**config.mk**
```make
export PLATFORM = sky130hd
export DESIGN_NAME = snoop_port_flat
export DESIGN_NICKNAME = d
export VERILOG_FILES = /design/src/source/snoop_pkg.sv /design/src/source/snoop_ac_if.sv /design/src/source/snoop_port.sv /design/src/source/cd_beat_counter.sv /design/src/source/snoop_idx_fifo.sv /design/src/flat_wrapper.sv
export SDC_FILE = /design/constraint.sdc
export NUM_CORES = 1
export LEC_CHECK = 0
export BUFFER_PORTS_ARGS = -buffer_cell sky130_fd_sc_hd__buf_2
export CAP_MARGIN = 20
export CORE_MARGIN = 10
export CORE_UTILIZATION = 24
export CTS_CLUSTER_SIZE = 10
export DETAILED_ROUTE_END_ITERATION = 10
export GPL_ROUTABILITY_DRIVEN = 0
export PLACE_DENSITY = 0.77
export SYNTH_ARGS = -nofsm -noshare
export SYNTH_HDL_FRONTEND = slang
export SYNTH_SLANG_ARGS = --single-unit
```
**constraint.sdc**
```tcl
create_clock -name clk_i -period 2.15 [get_ports clk_i]
set_input_delay 0.215 -clock clk_i [delete_from_list [all_inputs] [get_ports clk_i]]
set_output_delay 0.215 -clock clk_i [all_outputs]
set_load 0.01 [all_outputs]
```
**src/source/snoop_pkg.sv**
```systemverilog
`default_nettype none

package snoop_pkg;

    // Number of requesters sharing the snooped cache
    localparam int NUM_INP = 4;

    // Fixed CD burst length in beats
    localparam int CD_BEATS = 4;

    // Snoops that may be outstanding at the cache
    localparam int IDX_FIFO_DEPTH = 2;

    // Position of the DataTransfer flag inside the CR response
    localparam int CR_DATA_TRANSFER_BIT = 0;

    typedef logic [31:0] addr_t;
    typedef logic [3:0]  snoop_t;
    typedef logic [4:0]  cr_resp_t;
    typedef logic [63:0] cd_data_t;

    typedef logic [$clog2(NUM_INP)-1:0]  inp_idx_t;
    typedef logic [$clog2(CD_BEATS)-1:0] beat_cnt_t;

    typedef enum logic {
        ARB_IDLE,
        ARB_GRANT
    } arb_state_t;

endpackage

`default_nettype wire
```
**src/source/snoop_ac_if.sv**
```systemverilog
`timescale 1ns/1ps
`default_nettype none

// Arbitrated AC request, arbiter to snoop port
interface snoop_ac_if import snoop_pkg::*; ();

    logic     valid;
    logic     ready;
    addr_t    addr;
    snoop_t   snoop;
    // Requester that owns this snoop
    inp_idx_t idx;

    modport arb (
        output valid,
        output addr,
        output snoop,
        output idx,
        input  ready
    );

    modport port (
        input  valid,
        input  addr,
        input  snoop,
        input  idx,
        output ready
    );

endinterface

`default_nettype wire

```
**src/source/snoop_port.sv**
```systemverilog
`timescale 1ns/1ps
`default_nettype none

module snoop_port import snoop_pkg::*; (
    input  logic                 clk_i,
    input  logic                 arst_n_i,

    snoop_ac_if.port             ac,

    output logic                 oup_ac_valid_o,
    input  logic                 oup_ac_ready_i,
    output addr_t                oup_ac_addr_o,
    output snoop_t               oup_ac_snoop_o,

    input  logic                 oup_cr_valid_i,
    output logic                 oup_cr_ready_o,
    input  cr_resp_t             oup_cr_resp_i,

    input  logic                 oup_cd_valid_i,
    output logic                 oup_cd_ready_o,
    input  cd_data_t             oup_cd_data_i,

    output logic   [NUM_INP-1:0] inp_cr_valids_o,
    input  logic   [NUM_INP-1:0] inp_cr_readies_i,
    output cr_resp_t             inp_cr_resp_o,

    output logic   [NUM_INP-1:0] inp_cd_valids_o,
    input  logic   [NUM_INP-1:0] inp_cd_readies_i,
    output cd_data_t             inp_cd_data_o,
    output logic                 inp_cd_last_o
);
    // Bit 0 is the cache side, bit 1 the index FIFO
    logic [1:0] taken_q;
    logic [1:0] side_done;

    logic     fifo_push_valid, fifo_push_ready;
    logic     head_valid;
    inp_idx_t head_idx;

    logic cr_dt, cr_path_ok, cr_valid, cr_fire;

    logic     lock_valid_q;
    inp_idx_t lock_idx_q;
    logic     cd_fire, cd_last;

    // Payload is broadcast and only the valids are steered
    assign oup_ac_addr_o  = ac.addr;
    assign oup_ac_snoop_o = ac.snoop;
    assign inp_cr_resp_o  = oup_cr_resp_i;
    assign inp_cd_data_o  = oup_cd_data_i;
    assign inp_cd_last_o  = cd_last;

    // The cache only sees a snoop once its index has a FIFO slot
    assign fifo_push_valid = ac.valid && !taken_q[1];
    assign oup_ac_valid_o  = ac.valid && !taken_q[0] && (fifo_push_ready || taken_q[1]);
    assign side_done[0]    = taken_q[0] || (oup_ac_valid_o && oup_ac_ready_i);
    assign side_done[1]    = taken_q[1] || (fifo_push_valid && fifo_push_ready);
    assign ac.ready        = &side_done;

    always_ff @(posedge clk_i or negedge arst_n_i) begin
        if (!arst_n_i) begin
            taken_q <= '0;
        end else if (ac.valid) begin
            if (ac.ready) begin
                taken_q <= '0;
            end else begin
                taken_q <= side_done;
            end
        end
    end

    snoop_idx_fifo i_idx_fifo (
        .clk_i        (clk_i),
        .arst_n_i     (arst_n_i),
        .push_valid_i (fifo_push_valid),
        .push_ready_o (fifo_push_ready),
        .push_idx_i   (ac.idx),
        .pop_valid_o  (head_valid),
        .pop_ready_i  (cr_fire),
        .pop_idx_o    (head_idx)
    );

    // CR to the owner of the oldest snoop
    assign cr_dt      = oup_cr_resp_i[CR_DATA_TRANSFER_BIT];
    assign cr_path_ok = !cr_dt || !lock_valid_q;
    assign cr_valid   = oup_cr_valid_i && head_valid && cr_path_ok;
    assign cr_fire    = cr_valid && inp_cr_readies_i[head_idx];

    assign oup_cr_ready_o = head_valid && cr_path_ok && inp_cr_readies_i[head_idx];

    always_comb begin
        inp_cr_valids_o           = '0;
        inp_cr_valids_o[head_idx] = cr_valid;
    end

    // CD owner is held for the whole burst
    always_ff @(posedge clk_i or negedge arst_n_i) begin
        if (!arst_n_i) begin
            lock_valid_q <= 1'b0;
        end else if (cr_fire && cr_dt) begin
            lock_valid_q <= 1'b1;
        end else if (cd_fire && cd_last) begin
            lock_valid_q <= 1'b0;
        end
    end

    always_ff @(posedge clk_i) begin
        if (cr_fire && cr_dt) begin
            lock_idx_q <= head_idx;
        end
    end

    assign oup_cd_ready_o = lock_valid_q && inp_cd_readies_i[lock_idx_q];
    assign cd_fire        = oup_cd_valid_i && oup_cd_ready_o;

    always_comb begin
        inp_cd_valids_o             = '0;
        inp_cd_valids_o[lock_idx_q] = oup_cd_valid_i && lock_valid_q;
    end

    cd_beat_counter i_beat_cnt (
        .clk_i    (clk_i),
        .arst_n_i (arst_n_i),
        .beat_i   (cd_fire),
        .last_o   (cd_last)
    );

    // A data response is never accepted while a burst still holds the lock
    a_cr_lock : assert property (
        @(posedge clk_i) disable iff (!arst_n_i)
        cr_fire && cr_dt |-> !lock_valid_q
    );

endmodule

`default_nettype wire

```
**src/source/cd_beat_counter.sv**
```systemverilog
`timescale 1ns/1ps
`default_nettype none

module cd_beat_counter import snoop_pkg::*; (
    input  logic clk_i,
    input  logic arst_n_i,

    // One pulse per accepted CD beat
    input  logic beat_i,
    output logic last_o
);
    beat_cnt_t cnt_q;

    always_ff @(posedge clk_i or negedge arst_n_i) begin
        if (!arst_n_i) begin
            cnt_q <= '0;
        end else if (beat_i) begin
            if (last_o) begin
                cnt_q <= '0;
            end else begin
                cnt_q <= cnt_q + 1'b1;
            end
        end
    end

    // High while waiting for the beat that completes the burst
    assign last_o = (cnt_q == beat_cnt_t'(CD_BEATS - 1));

endmodule

`default_nettype wire

```
**src/source/snoop_idx_fifo.sv**
```systemverilog
`timescale 1ns/1ps
`default_nettype none

module snoop_idx_fifo import snoop_pkg::*; (
    input  logic     clk_i,
    input  logic     arst_n_i,

    input  logic     push_valid_i,
    output logic     push_ready_o,
    input  inp_idx_t push_idx_i,

    output logic     pop_valid_o,
    input  logic     pop_ready_i,
    output inp_idx_t pop_idx_o
);
    localparam int PTR_W = (IDX_FIFO_DEPTH > 1) ? $clog2(IDX_FIFO_DEPTH) : 1;
    localparam int CNT_W = $clog2(IDX_FIFO_DEPTH + 1);

    inp_idx_t mem_q [IDX_FIFO_DEPTH];

    logic [PTR_W-1:0] wr_ptr_q;
    logic [PTR_W-1:0] rd_ptr_q;
    logic [CNT_W-1:0] cnt_q;

    logic push_fire;
    logic pop_fire;

    assign push_ready_o = (cnt_q != CNT_W'(IDX_FIFO_DEPTH));
    assign pop_valid_o  = (cnt_q != '0);
    assign pop_idx_o    = mem_q[rd_ptr_q];

    assign push_fire = push_valid_i && push_ready_o;
    assign pop_fire  = pop_valid_o && pop_ready_i;

    always_ff @(posedge clk_i or negedge arst_n_i) begin
        if (!arst_n_i) begin
            wr_ptr_q <= '0;
            rd_ptr_q <= '0;
            cnt_q    <= '0;
        end else begin
            if (push_fire) begin
                if (wr_ptr_q == PTR_W'(IDX_FIFO_DEPTH - 1)) begin
                    wr_ptr_q <= '0;
                end else begin
                    wr_ptr_q <= wr_ptr_q + 1'b1;
                end
            end
            if (pop_fire) begin
                if (rd_ptr_q == PTR_W'(IDX_FIFO_DEPTH - 1)) begin
                    rd_ptr_q <= '0;
                end else begin
                    rd_ptr_q <= rd_ptr_q + 1'b1;
                end
            end
            if (push_fire && !pop_fire) begin
                cnt_q <= cnt_q + 1'b1;
            end else if (pop_fire && !push_fire) begin
                cnt_q <= cnt_q - 1'b1;
            end
        end
    end

    always_ff @(posedge clk_i) begin
        if (push_fire) begin
            mem_q[wr_ptr_q] <= push_idx_i;
        end
    end

    // Full FIFO stalls the push, and the pusher keeps its index
    a_no_push_full : assert property (
        @(posedge clk_i) disable iff (!arst_n_i)
        push_valid_i && !push_ready_o |=> push_valid_i && $stable(push_idx_i)
    );

    // The CR side only asks for a pop when a snoop is outstanding
    a_no_pop_empty : assert property (
        @(posedge clk_i) disable iff (!arst_n_i)
        pop_ready_i |-> pop_valid_o
    );

endmodule

`default_nettype wire

```
**src/flat_wrapper.sv**
```systemverilog
// flat-port wrapper written by rule: the top's interface ports become plain ports
module snoop_port_flat import snoop_pkg::*;
  (clk_i, arst_n_i, oup_ac_valid_o, oup_ac_ready_i, oup_ac_addr_o, oup_ac_snoop_o, oup_cr_valid_i, oup_cr_ready_o, oup_cr_resp_i, oup_cd_valid_i, oup_cd_ready_o, oup_cd_data_i, inp_cr_valids_o, inp_cr_readies_i, inp_cr_resp_o, inp_cd_valids_o, inp_cd_readies_i, inp_cd_data_o, inp_cd_last_o, ac_valid, ac_addr, ac_snoop, ac_idx, ac_ready);
  snoop_ac_if ac_i ();
  input  logic clk_i;
  input  logic arst_n_i;
  output logic oup_ac_valid_o;
  input  logic oup_ac_ready_i;
  output addr_t oup_ac_addr_o;
  output snoop_t oup_ac_snoop_o;
  input  logic oup_cr_valid_i;
  output logic oup_cr_ready_o;
  input  cr_resp_t oup_cr_resp_i;
  input  logic oup_cd_valid_i;
  output logic oup_cd_ready_o;
  input  cd_data_t oup_cd_data_i;
  output logic   [NUM_INP-1:0] inp_cr_valids_o;
  input  logic   [NUM_INP-1:0] inp_cr_readies_i;
  output cr_resp_t inp_cr_resp_o;
  output logic   [NUM_INP-1:0] inp_cd_valids_o;
  input  logic   [NUM_INP-1:0] inp_cd_readies_i;
  output cd_data_t inp_cd_data_o;
  output logic inp_cd_last_o;
  input wire logic [$bits(ac_i.valid)-1:0] ac_valid;
  input wire logic [$bits(ac_i.addr)-1:0] ac_addr;
  input wire logic [$bits(ac_i.snoop)-1:0] ac_snoop;
  input wire logic [$bits(ac_i.idx)-1:0] ac_idx;
  output wire logic [$bits(ac_i.ready)-1:0] ac_ready;
  assign ac_i.valid = ac_valid;
  assign ac_i.addr = ac_addr;
  assign ac_i.snoop = ac_snoop;
  assign ac_i.idx = ac_idx;
  assign ac_ready = ac_i.ready;
  snoop_port u_core (.clk_i(clk_i), .arst_n_i(arst_n_i), .ac(ac_i), .oup_ac_valid_o(oup_ac_valid_o), .oup_ac_ready_i(oup_ac_ready_i), .oup_ac_addr_o(oup_ac_addr_o), .oup_ac_snoop_o(oup_ac_snoop_o), .oup_cr_valid_i(oup_cr_valid_i), .oup_cr_ready_o(oup_cr_ready_o), .oup_cr_resp_i(oup_cr_resp_i), .oup_cd_valid_i(oup_cd_valid_i), .oup_cd_ready_o(oup_cd_ready_o), .oup_cd_data_i(oup_cd_data_i), .inp_cr_valids_o(inp_cr_valids_o), .inp_cr_readies_i(inp_cr_readies_i), .inp_cr_resp_o(inp_cr_resp_o), .inp_cd_valids_o(inp_cd_valids_o), .inp_cd_readies_i(inp_cd_readies_i), .inp_cd_data_o(inp_cd_data_o), .inp_cd_last_o(inp_cd_last_o));
endmodule
```
Yosys cells after proc, flatten, opt, wreduce, memory -nomap -nowiden. Memories as Yosys holds them, arrays and structs flattened. Cells that the tools add are included.

$add $sub $neg: 5. Order comparisons: 4. Equality and inequality tests: 2. Mux-type cells: 18. Bitwise gates (word level): 2. Reduce and logical (&&, ||, !) cells: 34.

Operator list (number): $logic_and A1 B1 Y1 (20); $mux W1 (10); $and A4 B4 Y4 (2); $mux W2 (4); $logic_not A1 Y1 (6); $lt A2 B3 Y1 const B (2); $reduce_bool A2 Y1 (3); $add A2 B1 Y2 const B (2); $bmux W1 S2 (2); $demux W1 S2 (2); $ge A2 B1 Y1 const B (2); $logic_or A1 B1 Y1 (4); $add A1 B1 Y1 const B (2); $eq A2 B2 Y1 const B (1); $ne A2 B2 Y1 const B (1); $reduce_and A2 Y1 (1); $sub A2 B1 Y2 const B (1).

Flip-flop bits (word level): 11. RAM bits: 4. Input bits: 121. Output and inout bits: 118. Logic and storage cells: 73. Memories: 1.

Memory list: u_core.i_idx_fifo.mem_q (depth 2, bits a word 2, rd ports 1, clocked after memory_dff 0, wr ports 1, line snoop_idx_fifo.sv:19) `inp_idx_t mem_q [IDX_FIFO_DEPTH];`.

Depth between registers and ports, before layout. Gate-level depths: netlist of the first run.

Depth after elaboration: 8. Depth in mapped cells: 8. Depth with buffers taken out: 8.

Cells and area by module. Synthesis of the first run repeated with hierarchy kept, for this count alone.

Cells, all modules: 179. Area, all modules: 1602.8 sq um.

Modules (own cells, without submodules): snoop_port (times used 1, cells each 149, area an instance 1159.9 sq um); snoop_idx_fifo (times used 1, cells each 24, area an instance 354.1 sq um); cd_beat_counter (times used 1, cells each 6, area an instance 88.8 sq um).

Least setup slack after synthesis of the first run. No wires, ideal clock.

Kind: register -> register. Start: register u_core.i_idx_fifo.rd_ptr_q. End: register u_core.i_idx_fifo.cnt_q[1]. Library setup time: 0.125 ns. Arrival: 1.788 ns. Setup slack: 0.237 ns. Stages on the path, launching flop included: 9. Path buffers: 0. Clock period less this slack: 1.913 ns. Cell sequence: dfrtp_1 mux2i_1 inv_2 mux4_2 nand3_2 ha_1 xor2_1 nor2_1 xor2_1.

Cells in the longest elaborated chain, start to end: 8. Elaborated cells on any way between the ends: 10. Classes of those cells: mux: 3; reduce/logical: 6; memory: 1.

Ends and longest elaborated chain: start: declaration (line snoop_idx_fifo.sv:22) `logic [PTR_W-1:0] rd_ptr_q;`; start signal: assignment (line snoop_idx_fifo.sv:52) `rd_ptr_q <= rd_ptr_q + 1'b1;`; $mem_v2 Z2 W2 (*); net u_core.head_idx[0] (line snoop_port.sv:38) `inp_idx_t head_idx;`; $bmux W1 S2 (*) (line snoop_port.sv:87) `assign cr_fire = cr_valid && inp_cr_readies_i[head_idx];`; $mux W1 (not written as such) (*) (line snoop_port.sv:87); $logic_and A1 B1 Y1 (*) (line snoop_port.sv:87); $logic_and A1 B1 Y1 (*) (line snoop_idx_fifo.sv:33) `assign pop_fire = pop_valid_o && pop_ready_i;`; $logic_not A1 Y1 (line snoop_idx_fifo.sv:55) `if (push_fire && !pop_fire) begin`; $logic_and A1 B1 Y1 (line snoop_idx_fifo.sv:55); $mux W2 / $reduce_bool A2 Y1 (equally long branches); end signal: assignment (line snoop_idx_fifo.sv:56) `cnt_q <= cnt_q + 1'b1;`; end signal: assignment (line snoop_idx_fifo.sv:58) `cnt_q <= cnt_q - 1'b1;`; end: declaration (line snoop_idx_fifo.sv:23) `logic [CNT_W-1:0] cnt_q;`.

The timed path passes the listed nets; every way through them passes the cells marked *. The select of a mux whose other input is x is not followed. A chain may end at the register's enable or synchronous reset.

Worst setup path after layout of the first run.
Start: register u_core.i_idx_fifo.rd_ptr_q. End: output port oup_cr_ready_o.

Cells in the longest elaborated chain, start to end: 4.

Ends and longest elaborated chain: $mem_v2 Z2 W2; net u_core.head_idx[0] (line snoop_port.sv:38); $bmux W1 S2 (line snoop_port.sv:89) `assign oup_cr_ready_o = head_valid && cr_path_ok && inp_cr_readies_i[head_idx];`; $mux W1 (not written as such) (line snoop_port.sv:89); $logic_and A1 B1 Y1 (line snoop_port.sv:89); end: declaration (line flat_wrapper.sv:12) `output logic oup_cr_ready_o;`.

The timed path passes the listed nets, and every way through them passes these cells. The select of a mux whose other input is x is not followed.

==> results of run 1 <==
## sequential cells by signal, indices dropped and copies added (netlist names)
| register | flops |
|---|---|
| u_core.i_idx_fifo.cnt_q | 2 |
| u_core.i_idx_fifo.rd_ptr_q | 1 |
| u_core.lock_valid_q | 1 |
| u_core.taken_q | 2 |
| u_core.lock_idx_q | 2 |
| u_core.i_idx_fifo.wr_ptr_q | 1 |
| u_core.i_idx_fifo.mem_q | 4 |
| u_core.i_beat_cnt.cnt_q | 2 |
## through the flow
stage | hold slack [ps] | worst slack, ps
finish | 163 | 79.4
global placement | 78.3 | 159
floorplan | -80.6 | 237
detailed placement | 87.1 | 65.7
CTS | 154 | 40.6
global route | 162 | 10.9
## cells by family (layout without fill, tap and decap cells)
family,Yosys count,count (layout),synth area share
XOR/XNOR,5,5,0.0283
multiplexers,5,5,0.0494
AND/OR/NAND/NOR,28,28,0.0890
AO/OA/AOI/OAI,9,9,0.0332
adder cells (fa/ha/maj),2,2,0.0162
flip-flops,15,15,0.262
buffers and inverters,110,44,0.522
## layout make-up
cell class,count,area (um2)
Clock buffer,4,45.0
Fill cell,720,5200
Inverter,5,18.8
Multi-Input combinational cell,49,358
Sequential cell,15,405
Tap cell,77,96.3
Timing Repair Buffer,35,190
## what timing repair did
| action | in CTS | in global routing |
|---|---|---|
| hold endpoints to repair | 9 | 0 |
| hold buffers | 1 | 0 |
| setup endpoints to repair | 0 | 2 |
| gates resized for setup | 0 | 4 |
| buffers inserted | 0 | 4 |
## per-layer routing
layer | up-vias | GRT usage
met5 | - | 0.00513
met4 | 2 | 0.0576
li1 | 318 | -
met3 | 32 | 0.0646
met1 | 345 | 0.0397
met2 | 89 | 0.0915
## path summary, 6_finish.rpt
path / startpoint / end / slack (ps) / cells after the start
hold / removal: ac_idx[0] / u_core.i_idx_fifo.mem_q[1][0] / 160 / 1
max in group asynchronous: arst_n_i / u_core.lock_valid_q / 1600 / 2
hold reg to reg: u_core.i_idx_fifo.wr_ptr_q / u_core.i_idx_fifo.wr_ptr_q / 480 / 1
min in group asynchronous: arst_n_i / u_core.taken_q[1] / 360 / 2
setup / recovery: u_core.i_idx_fifo.rd_ptr_q / oup_cr_ready_o / 80 / 5
setup reg to reg: u_core.i_idx_fifo.rd_ptr_q / u_core.i_idx_fifo.cnt_q[1] / 140 / 8
## cell usage in the layout, fill, tap and decap left out, types with 2 or more instances in the layout
master	netlist	layout
sky130_fd_sc_hd__nor2_1	9	9
sky130_fd_sc_hd__a21oi_1	3	3
sky130_fd_sc_hd__and2_1	3	3
sky130_fd_sc_hd__o21ai_0	3	3
sky130_fd_sc_hd__nand3_1	2	2
sky130_fd_sc_hd__inv_1	4	4
sky130_fd_sc_hd__edfxtp_1	6	6
sky130_fd_sc_hd__dfrtp_1	9	9
sky130_fd_sc_hd__xor2_1	3	3
sky130_fd_sc_hd__nor3_1	8	8
sky130_fd_sc_hd__clkbuf_8	0	3
sky130_fd_sc_hd__mux4_2	2	2
sky130_fd_sc_hd__nand2_1	3	3
sky130_fd_sc_hd__xnor2_1	2	2
sky130_fd_sc_hd__buf_4	105	4
sky130_fd_sc_hd__buf_2	0	30
## power by group
group          internal (W)  switching [W]  total, W
clock              0.000131      0.0000917  0.000223
sequential         0.000395      0.0000813  0.000476
combinational      0.000242       0.000246  0.000487
==> results.txt, run 1 <==
----------------------------------------------------
[Run status]
  Status ... completed

[STA]
  Final-report setup violation count ... 0
  Setup_tns ... 0 ps
  Achievable Freq ... 483 MHz
  Final min period ... 2070 ps
  Setup clock skew after layout ... 1.89 ps
  Fin. Hold Viols ... 0
  Slew at the pin with the worst max-slew slack ... 345 ps
  Normalized max-slew margin ... 0.769
  Fin. max-slew vios ... 0
  Unrepaired setup endpoints after global routing ... no
  Crit share post-route ... 0.963

[Detailed routing]
  Met2 layer wire length in the routed design ... 1620 um
  Residual antenna-violating net count after detailed routing ... 0
  Routed met3 length ... 816 um
  DRC viols ... 0
  Starting DRT DRC Count ... 6
  Via density per instance ... 4.25
  1st-pass router iterations ... 2
  Total detailed-routing wirelength ... 3610 um
  Met1 routed wirelength after detailed routing ... 904 um
  Wire length per cell after detailed routing ... 19.5 um
  Via count ... 786
  Uppermost signal routing layer after detailed routing ... met5

[Critical path]
  Worst Path Arrival ... 1860 ps
  Sort of element at the end of the critical path ... output port
  Classification of the worst setup path ... flip-flop to output port
  Critical path startpoint category ... flip-flop
  Cell with the largest stage delay on the worst path ... sky130_fd_sc_hd__mux4_2
  Number of buffers and inverters on the critical path ... 2
  Family with the most delay on the worst path ... multiplexers
  Critical Path Max Stage Delay ... 470 ps
  Crit path max fanout ... 4
  Cell breakdown of the critical path ... mux2i_2 -> inv_2 -> mux4_2 -> and2_2 -> buf_2
  Required @ worst endpoint ... 1930 ps

[Synthesis]
  Area share of the largest cell type after synthesis ... 0.510
  Share of async-settable or async-resettable flops after synthesis ... 0.600
  Number of different library cells in the post-synthesis netlist ... 24
  Average cell area after synthesis ... 8.89 um2
  Leading cell type by number of instances after synthesis ... sky130_fd_sc_hd__buf_4
  Number of nets in the synthesized netlist ... 297
  Count of flip-flops with a built-in enable after synthesis ... 6
  Syn. warnings ... 0
  Cell types with the highest counts after synthesis ... sky130_fd_sc_hd__buf_4, sky130_fd_sc_hd__dfrtp_1, sky130_fd_sc_hd__nor2_1
  Synth top area cells ... sky130_fd_sc_hd__buf_4, sky130_fd_sc_hd__dfrtp_1, sky130_fd_sc_hd__edfxtp_1, sky130_fd_sc_hd__mux4_2, sky130_fd_sc_hd__nor3_1
  Dominant synthesized flop cell ... sky130_fd_sc_hd__dfrtp_1
  Cell type with the highest aggregate area in the netlist ... sky130_fd_sc_hd__buf_4
  Share of the yosys chip area belonging to registers ... 0.262
  Summed instance area of the synthesized netlist ... 1550 um2
  Total of flip-flops plus latches after synthesis ... 15
  Number of cells produced by synthesis ... 174

[Worst hold path]
  Min-Delay Path Class ... input port to flip-flop

[Layout]
  N_diodes ... 0
  Area growth, synth to finish ... -28.0%
  Layout net count ... 232
  Ratio of cells with drive above 1 in the final layout ... 0.417
  Number of standard cells in the layout, taps in and fillers out ... 185
  Post-Layout Inst Area ... 1110 um2
  Final core occ ... 0.176

[Floorplan]
  Num ports ... 239
  Initial core utilization ... 0.245
  Total number of placement rows ... 29
  Y dimension of the die ... 100 um
  Core ar. ... 6310 um2
  Die Area ... 10,100 um2
  Die Width ... 100 um

[Power and ir drop]
  Static leakage ... 0.500 nW
  Power, Total ... 0.00119 W
  Cell area power density ... 1060 nW/um2
  VDD IR-drop max ... 0.000554 V

[Placed design]
  Half-perimeter wire length after detailed placement ... 3080 um
  Count of input and output buffers ... 30
  Cell total after placement ... 176
  Instance area at placement ... 1000 um2

[GRT]
  Maximum number of pins on one net before global-route repair ... 10
  Global-route usage over all layers ... 0.0609
  Final global-route overflow total ... 0
  Wire length of the first global-routing pass ... 4750 um
  Number of antenna violations at the first check in global routing ... 1
  Via count of the first global-routing pass ... 843

[Clock network]
  Number of CTS-inserted buffers ... 3
  Reg clk slew, reported paths ... 60 ps
  Htree depth ... 1
  Clock sink count ... 15
  CTS Buffer Depth ... 2
  CTS root buf ... sky130_fd_sc_hd__clkbuf_8
  Insertion delay of the later-clocked pin in the worst-skew pair ... 240 ps
  CTS tree ... built

[Run]
  Count of max-cap constraint violations ... 0

----------------------------------------------------
No activity file was read; power rests on OpenSTA's default activity.
==> inputs of run 2 (changes only) <==
--- a/config.mk
+++ b/config.mk
@@ -13,6 +13,7 @@
 export DETAILED_ROUTE_END_ITERATION = 10
 export GPL_ROUTABILITY_DRIVEN = 0
 export PLACE_DENSITY = 0.77
+export REMOVE_ABC_BUFFERS = 1
 export SYNTH_ARGS = -nofsm -noshare
 export SYNTH_HDL_FRONTEND = slang
 export SYNTH_SLANG_ARGS = --single-unit
==> run 2 against run 1 <==
Clock power about the same. First-iteration DRC count increased to 7.3 times the previous value. Highest routed layer unchanged. Clock skew increased by 2.3 ps. Utilization decreased by 0.77 points. Global-route usage increased by 21 points. Critical path type unchanged. Fmax increased by 2.0%.
==> results.txt, run 2 (synthesized netlist as in run 1, its figures left out) <==
----------------------------------------------------
[Run status]
  Status ... completed (unchanged)

[Layout]
  Largest Register ... u_core.i_idx_fifo.mem_q (unchanged)
  Layout net count ... 228 (was 232)
  Flip-flop count of the largest register, all copies and words added ... 4 (unchanged)
  Ratio of cells with drive above 1 in the final layout ... 0.394 (was 0.417)
  Area growth, synth to finish ... -31.1% (was -28.0%)
  Fill cell instance count of the final layout ... 716 (was 720)
  Leading cell types in the layout, fill and taps excluded ... sky130_fd_sc_hd__buf_2, sky130_fd_sc_hd__nor2_1, sky130_fd_sc_hd__nor3_1, sky130_fd_sc_hd__dfrtp_1, sky130_fd_sc_hd__edfxtp_1 (was sky130_fd_sc_hd__buf_2, sky130_fd_sc_hd__nor2_1, sky130_fd_sc_hd__dfrtp_1, sky130_fd_sc_hd__nor3_1, sky130_fd_sc_hd__edfxtp_1)
  Most common cell after layout, fill and taps aside ... sky130_fd_sc_hd__buf_2 (unchanged)
  N_diodes ... 0 (unchanged)

[STA]
  Crit share post-route ... 0.944 (was 0.963)
  Achievable Freq ... 493 MHz (was 483 MHz)
  Unrepaired setup endpoints after global routing ... no (unchanged)
  Fin. max-slew vios ... 0 (unchanged)
  Setup_tns ... 0 ps (unchanged)
  Normalized max-slew margin ... 0.790 (was 0.769)
  Setup clock skew after layout ... 4.23 ps (was 1.89 ps)
  Final-report setup violation count ... 0 (unchanged)
  Slew at the pin with the worst max-slew slack ... 313 ps (was 345 ps)
  Final min period ... 2030 ps (was 2070 ps)
  Fin. Hold Viols ... 0 (unchanged)

[Floorplan]
  Num ports ... 239 (unchanged)
  Initial core utilization ... 0.245 (unchanged)
  Total number of placement rows ... 29 (unchanged)
  Die Width ... 100 um (unchanged)
  Die Area ... 10,100 um2 (unchanged)
  Y dimension of the die ... 100 um (unchanged)
  Core ar. ... 6310 um2 (unchanged)

[Power and ir drop]
  Sequential group share of total power ... 0.424 (was 0.401)
  Part of the power in the clock network ... 0.194 (was 0.188)
  Static leakage ... 0.479 nW (was 0.500 nW)
  Share of power burned in combinational logic ... 0.381 (was 0.411)
  Net switching power ... 0.000414 W (was 0.000419 W)
  VDD IR-drop max ... 0.000361 V (was 0.000554 V)
  Net switching share of the total power ... 0.362 (was 0.353)
  Cell area power density ... 1070 nW/um2 (was 1060 nW/um2)
  Int Pwr ... 0.000729 W (was 0.000767 W)
  Power, Total ... 0.00114 W (was 0.00119 W)

[Critical path]
  Worst R2R End ... u_core.i_idx_fifo.cnt_q[1] (unchanged)
  Minimum setup slack among reg-to-reg paths ... 130 ps (was 140 ps)
  Family with the most delay on the worst path ... multiplexers (unchanged)
  Cell depth of the worst setup path ... 5 (unchanged)
  Critical path startpoint category ... flip-flop (unchanged)
  Cell breakdown of the critical path ... mux2i_2 -> inv_2 -> mux4_2 -> and2_2 -> buf_2 (unchanged)
  Classification of the worst setup path ... flip-flop to output port (unchanged)
  Depth of the worst register-to-register path ... 7 (was 8)
  Worst Path Arrival ... 1810 ps (was 1860 ps)
  Worst setup startpoint ... u_core.i_idx_fifo.rd_ptr_q (unchanged)
  Cell with the largest stage delay on the worst path ... sky130_fd_sc_hd__mux4_2 (unchanged)
  Worst setup path endpoint ... oup_cr_ready_o (unchanged)
  Required @ worst endpoint ... 1930 ps (about the same)
  Critical Path Max Stage Delay ... 450 ps (was 470 ps)
  Crit path max fanout ... 4 (unchanged)
  Sort of element at the end of the critical path ... output port (unchanged)
  Launching point of the worst reg2reg path ... u_core.i_idx_fifo.rd_ptr_q (unchanged)
  Number of buffers and inverters on the critical path ... 2 (unchanged)

[Clock network]
  Insertion delay of the later-clocked pin in the worst-skew pair ... 250 ps (was 240 ps)
  CTS tree ... built (unchanged)
  Number of CTS-inserted buffers ... 3 (unchanged)
  Reg clk slew, reported paths ... 50 ps (was 60 ps)
  CTS root buf ... sky130_fd_sc_hd__clkbuf_8 (unchanged)
  CTS Buffer Depth ... 2 (unchanged)
  Buffer count from post-CTS setup fixing ... 0 (unchanged)
  Htree depth ... 1 (unchanged)
  Clock sink count ... 15 (unchanged)

[Worst hold path]
  Hold path startpoint ... ac_idx[0] (unchanged)
  Min-Delay Path Class ... input port to flip-flop (unchanged)

[GRT]
  Number of antenna violations at the first check in global routing ... 0 (was 1)
  Via count of the first global-routing pass ... 878 (was 843)
  Global-route usage over all layers ... 0.268 (was 0.0609)
  Wire length of the first global-routing pass ... 16,200 um (was 4750 um)
  Final global-route overflow total ... 0 (unchanged)
  Maximum number of pins on one net before global-route repair ... 10 (unchanged)

[Detailed routing]
  Total detailed-routing wirelength ... 14,400 um (was 3610 um)
  1st-pass router iterations ... 4 (was 2)
  Via density per instance ... 5.14 (was 4.25)
  Residual antenna-violating net count after detailed routing ... 0 (unchanged)
  Wire length per cell after detailed routing ... 79.3 um (was 19.5 um)
  Starting DRT DRC Count ... 44 (was 6)
  Via count ... 930 (was 786)
  DRC viols ... 0 (unchanged)

[Placed design]
  Count of input and output buffers ... 30 (unchanged)
  Half-perimeter wire length after detailed placement ... 13,900 um (was 3080 um)

[Run]
  Count of max-cap constraint violations ... 0 (unchanged)

----------------------------------------------------
[run 2: what timing repair did]
item                                   4_1_cts  5_1_grt
setup endpoints to repair                    0        2
resized for setup                            0        2
hold buffers                                 1        0
endpoints found under the hold margin        9        0
[run 2: routing by layer]
metal	vias to the layer above	GRT usage	part of all wire
met5	-	0.0821	0.0062
met4	4	0.128	0.050
met3	36	0.409	0.32
met2	191	0.489	0.53
met1	388	0.0730	0.098
li1	311	-	-
[run 2: layout make-up]
class	count	area, um2	area share
tap	77	96.3	0.0905
clock buffer	4	45.0	0.0423
inverter	5	18.8	0.0176
sequential	15	407	0.382
timing repair buffer	31	160	0.150
multi-input combinational	49	338	0.317
[run 2: metrics by stage]
stage / util / cell area, um2 / worst slack, ps / instances / hold WS (ps)
6_report: 0.169 / 1060 / 120 / 181 / 158
5_1_grt: 0.169 / 1060 / 35.3 / 181 / 153
2_1_floorplan: - / 758 / 237 / 69 / -80.6
3_5_place_dp: 0.159 / 1000 / 103 / 176 / 78.6
4_1_cts: 0.168 / 1060 / 63.5 / 181 / 155
3_3_place_gp: 0.159 / 1000 / 171 / 176 / 78.6
[run 2: worst min path at each step]
stage,cells past startpoint,slack [ps],end
final,1,160,u_core.i_idx_fifo.mem_q[0][0]
after global routing,1,150,u_core.i_idx_fifo.mem_q[0][0]
after CTS,1,160,u_core.i_idx_fifo.mem_q[0][0]
after detailed placement,1,80,u_core.i_beat_cnt.cnt_q[0]
after global placement,1,80,u_core.i_beat_cnt.cnt_q[1]
after floorplan,0,-80,u_core.i_beat_cnt.cnt_q[0]
[run 2: power by group through the flow]
stage / clock network [W] / logic (W) / registers, W
floorplan: 0 / 0.000299 / 0.000463
global route: 0.000246 / 0.000478 / 0.000498
finish: 0.000222 / 0.000436 / 0.000485
CTS: 0.000224 / 0.000429 / 0.000478
detailed placement: 0 / 0.000424 / 0.000482
global placement: 0 / 0.000406 / 0.000475
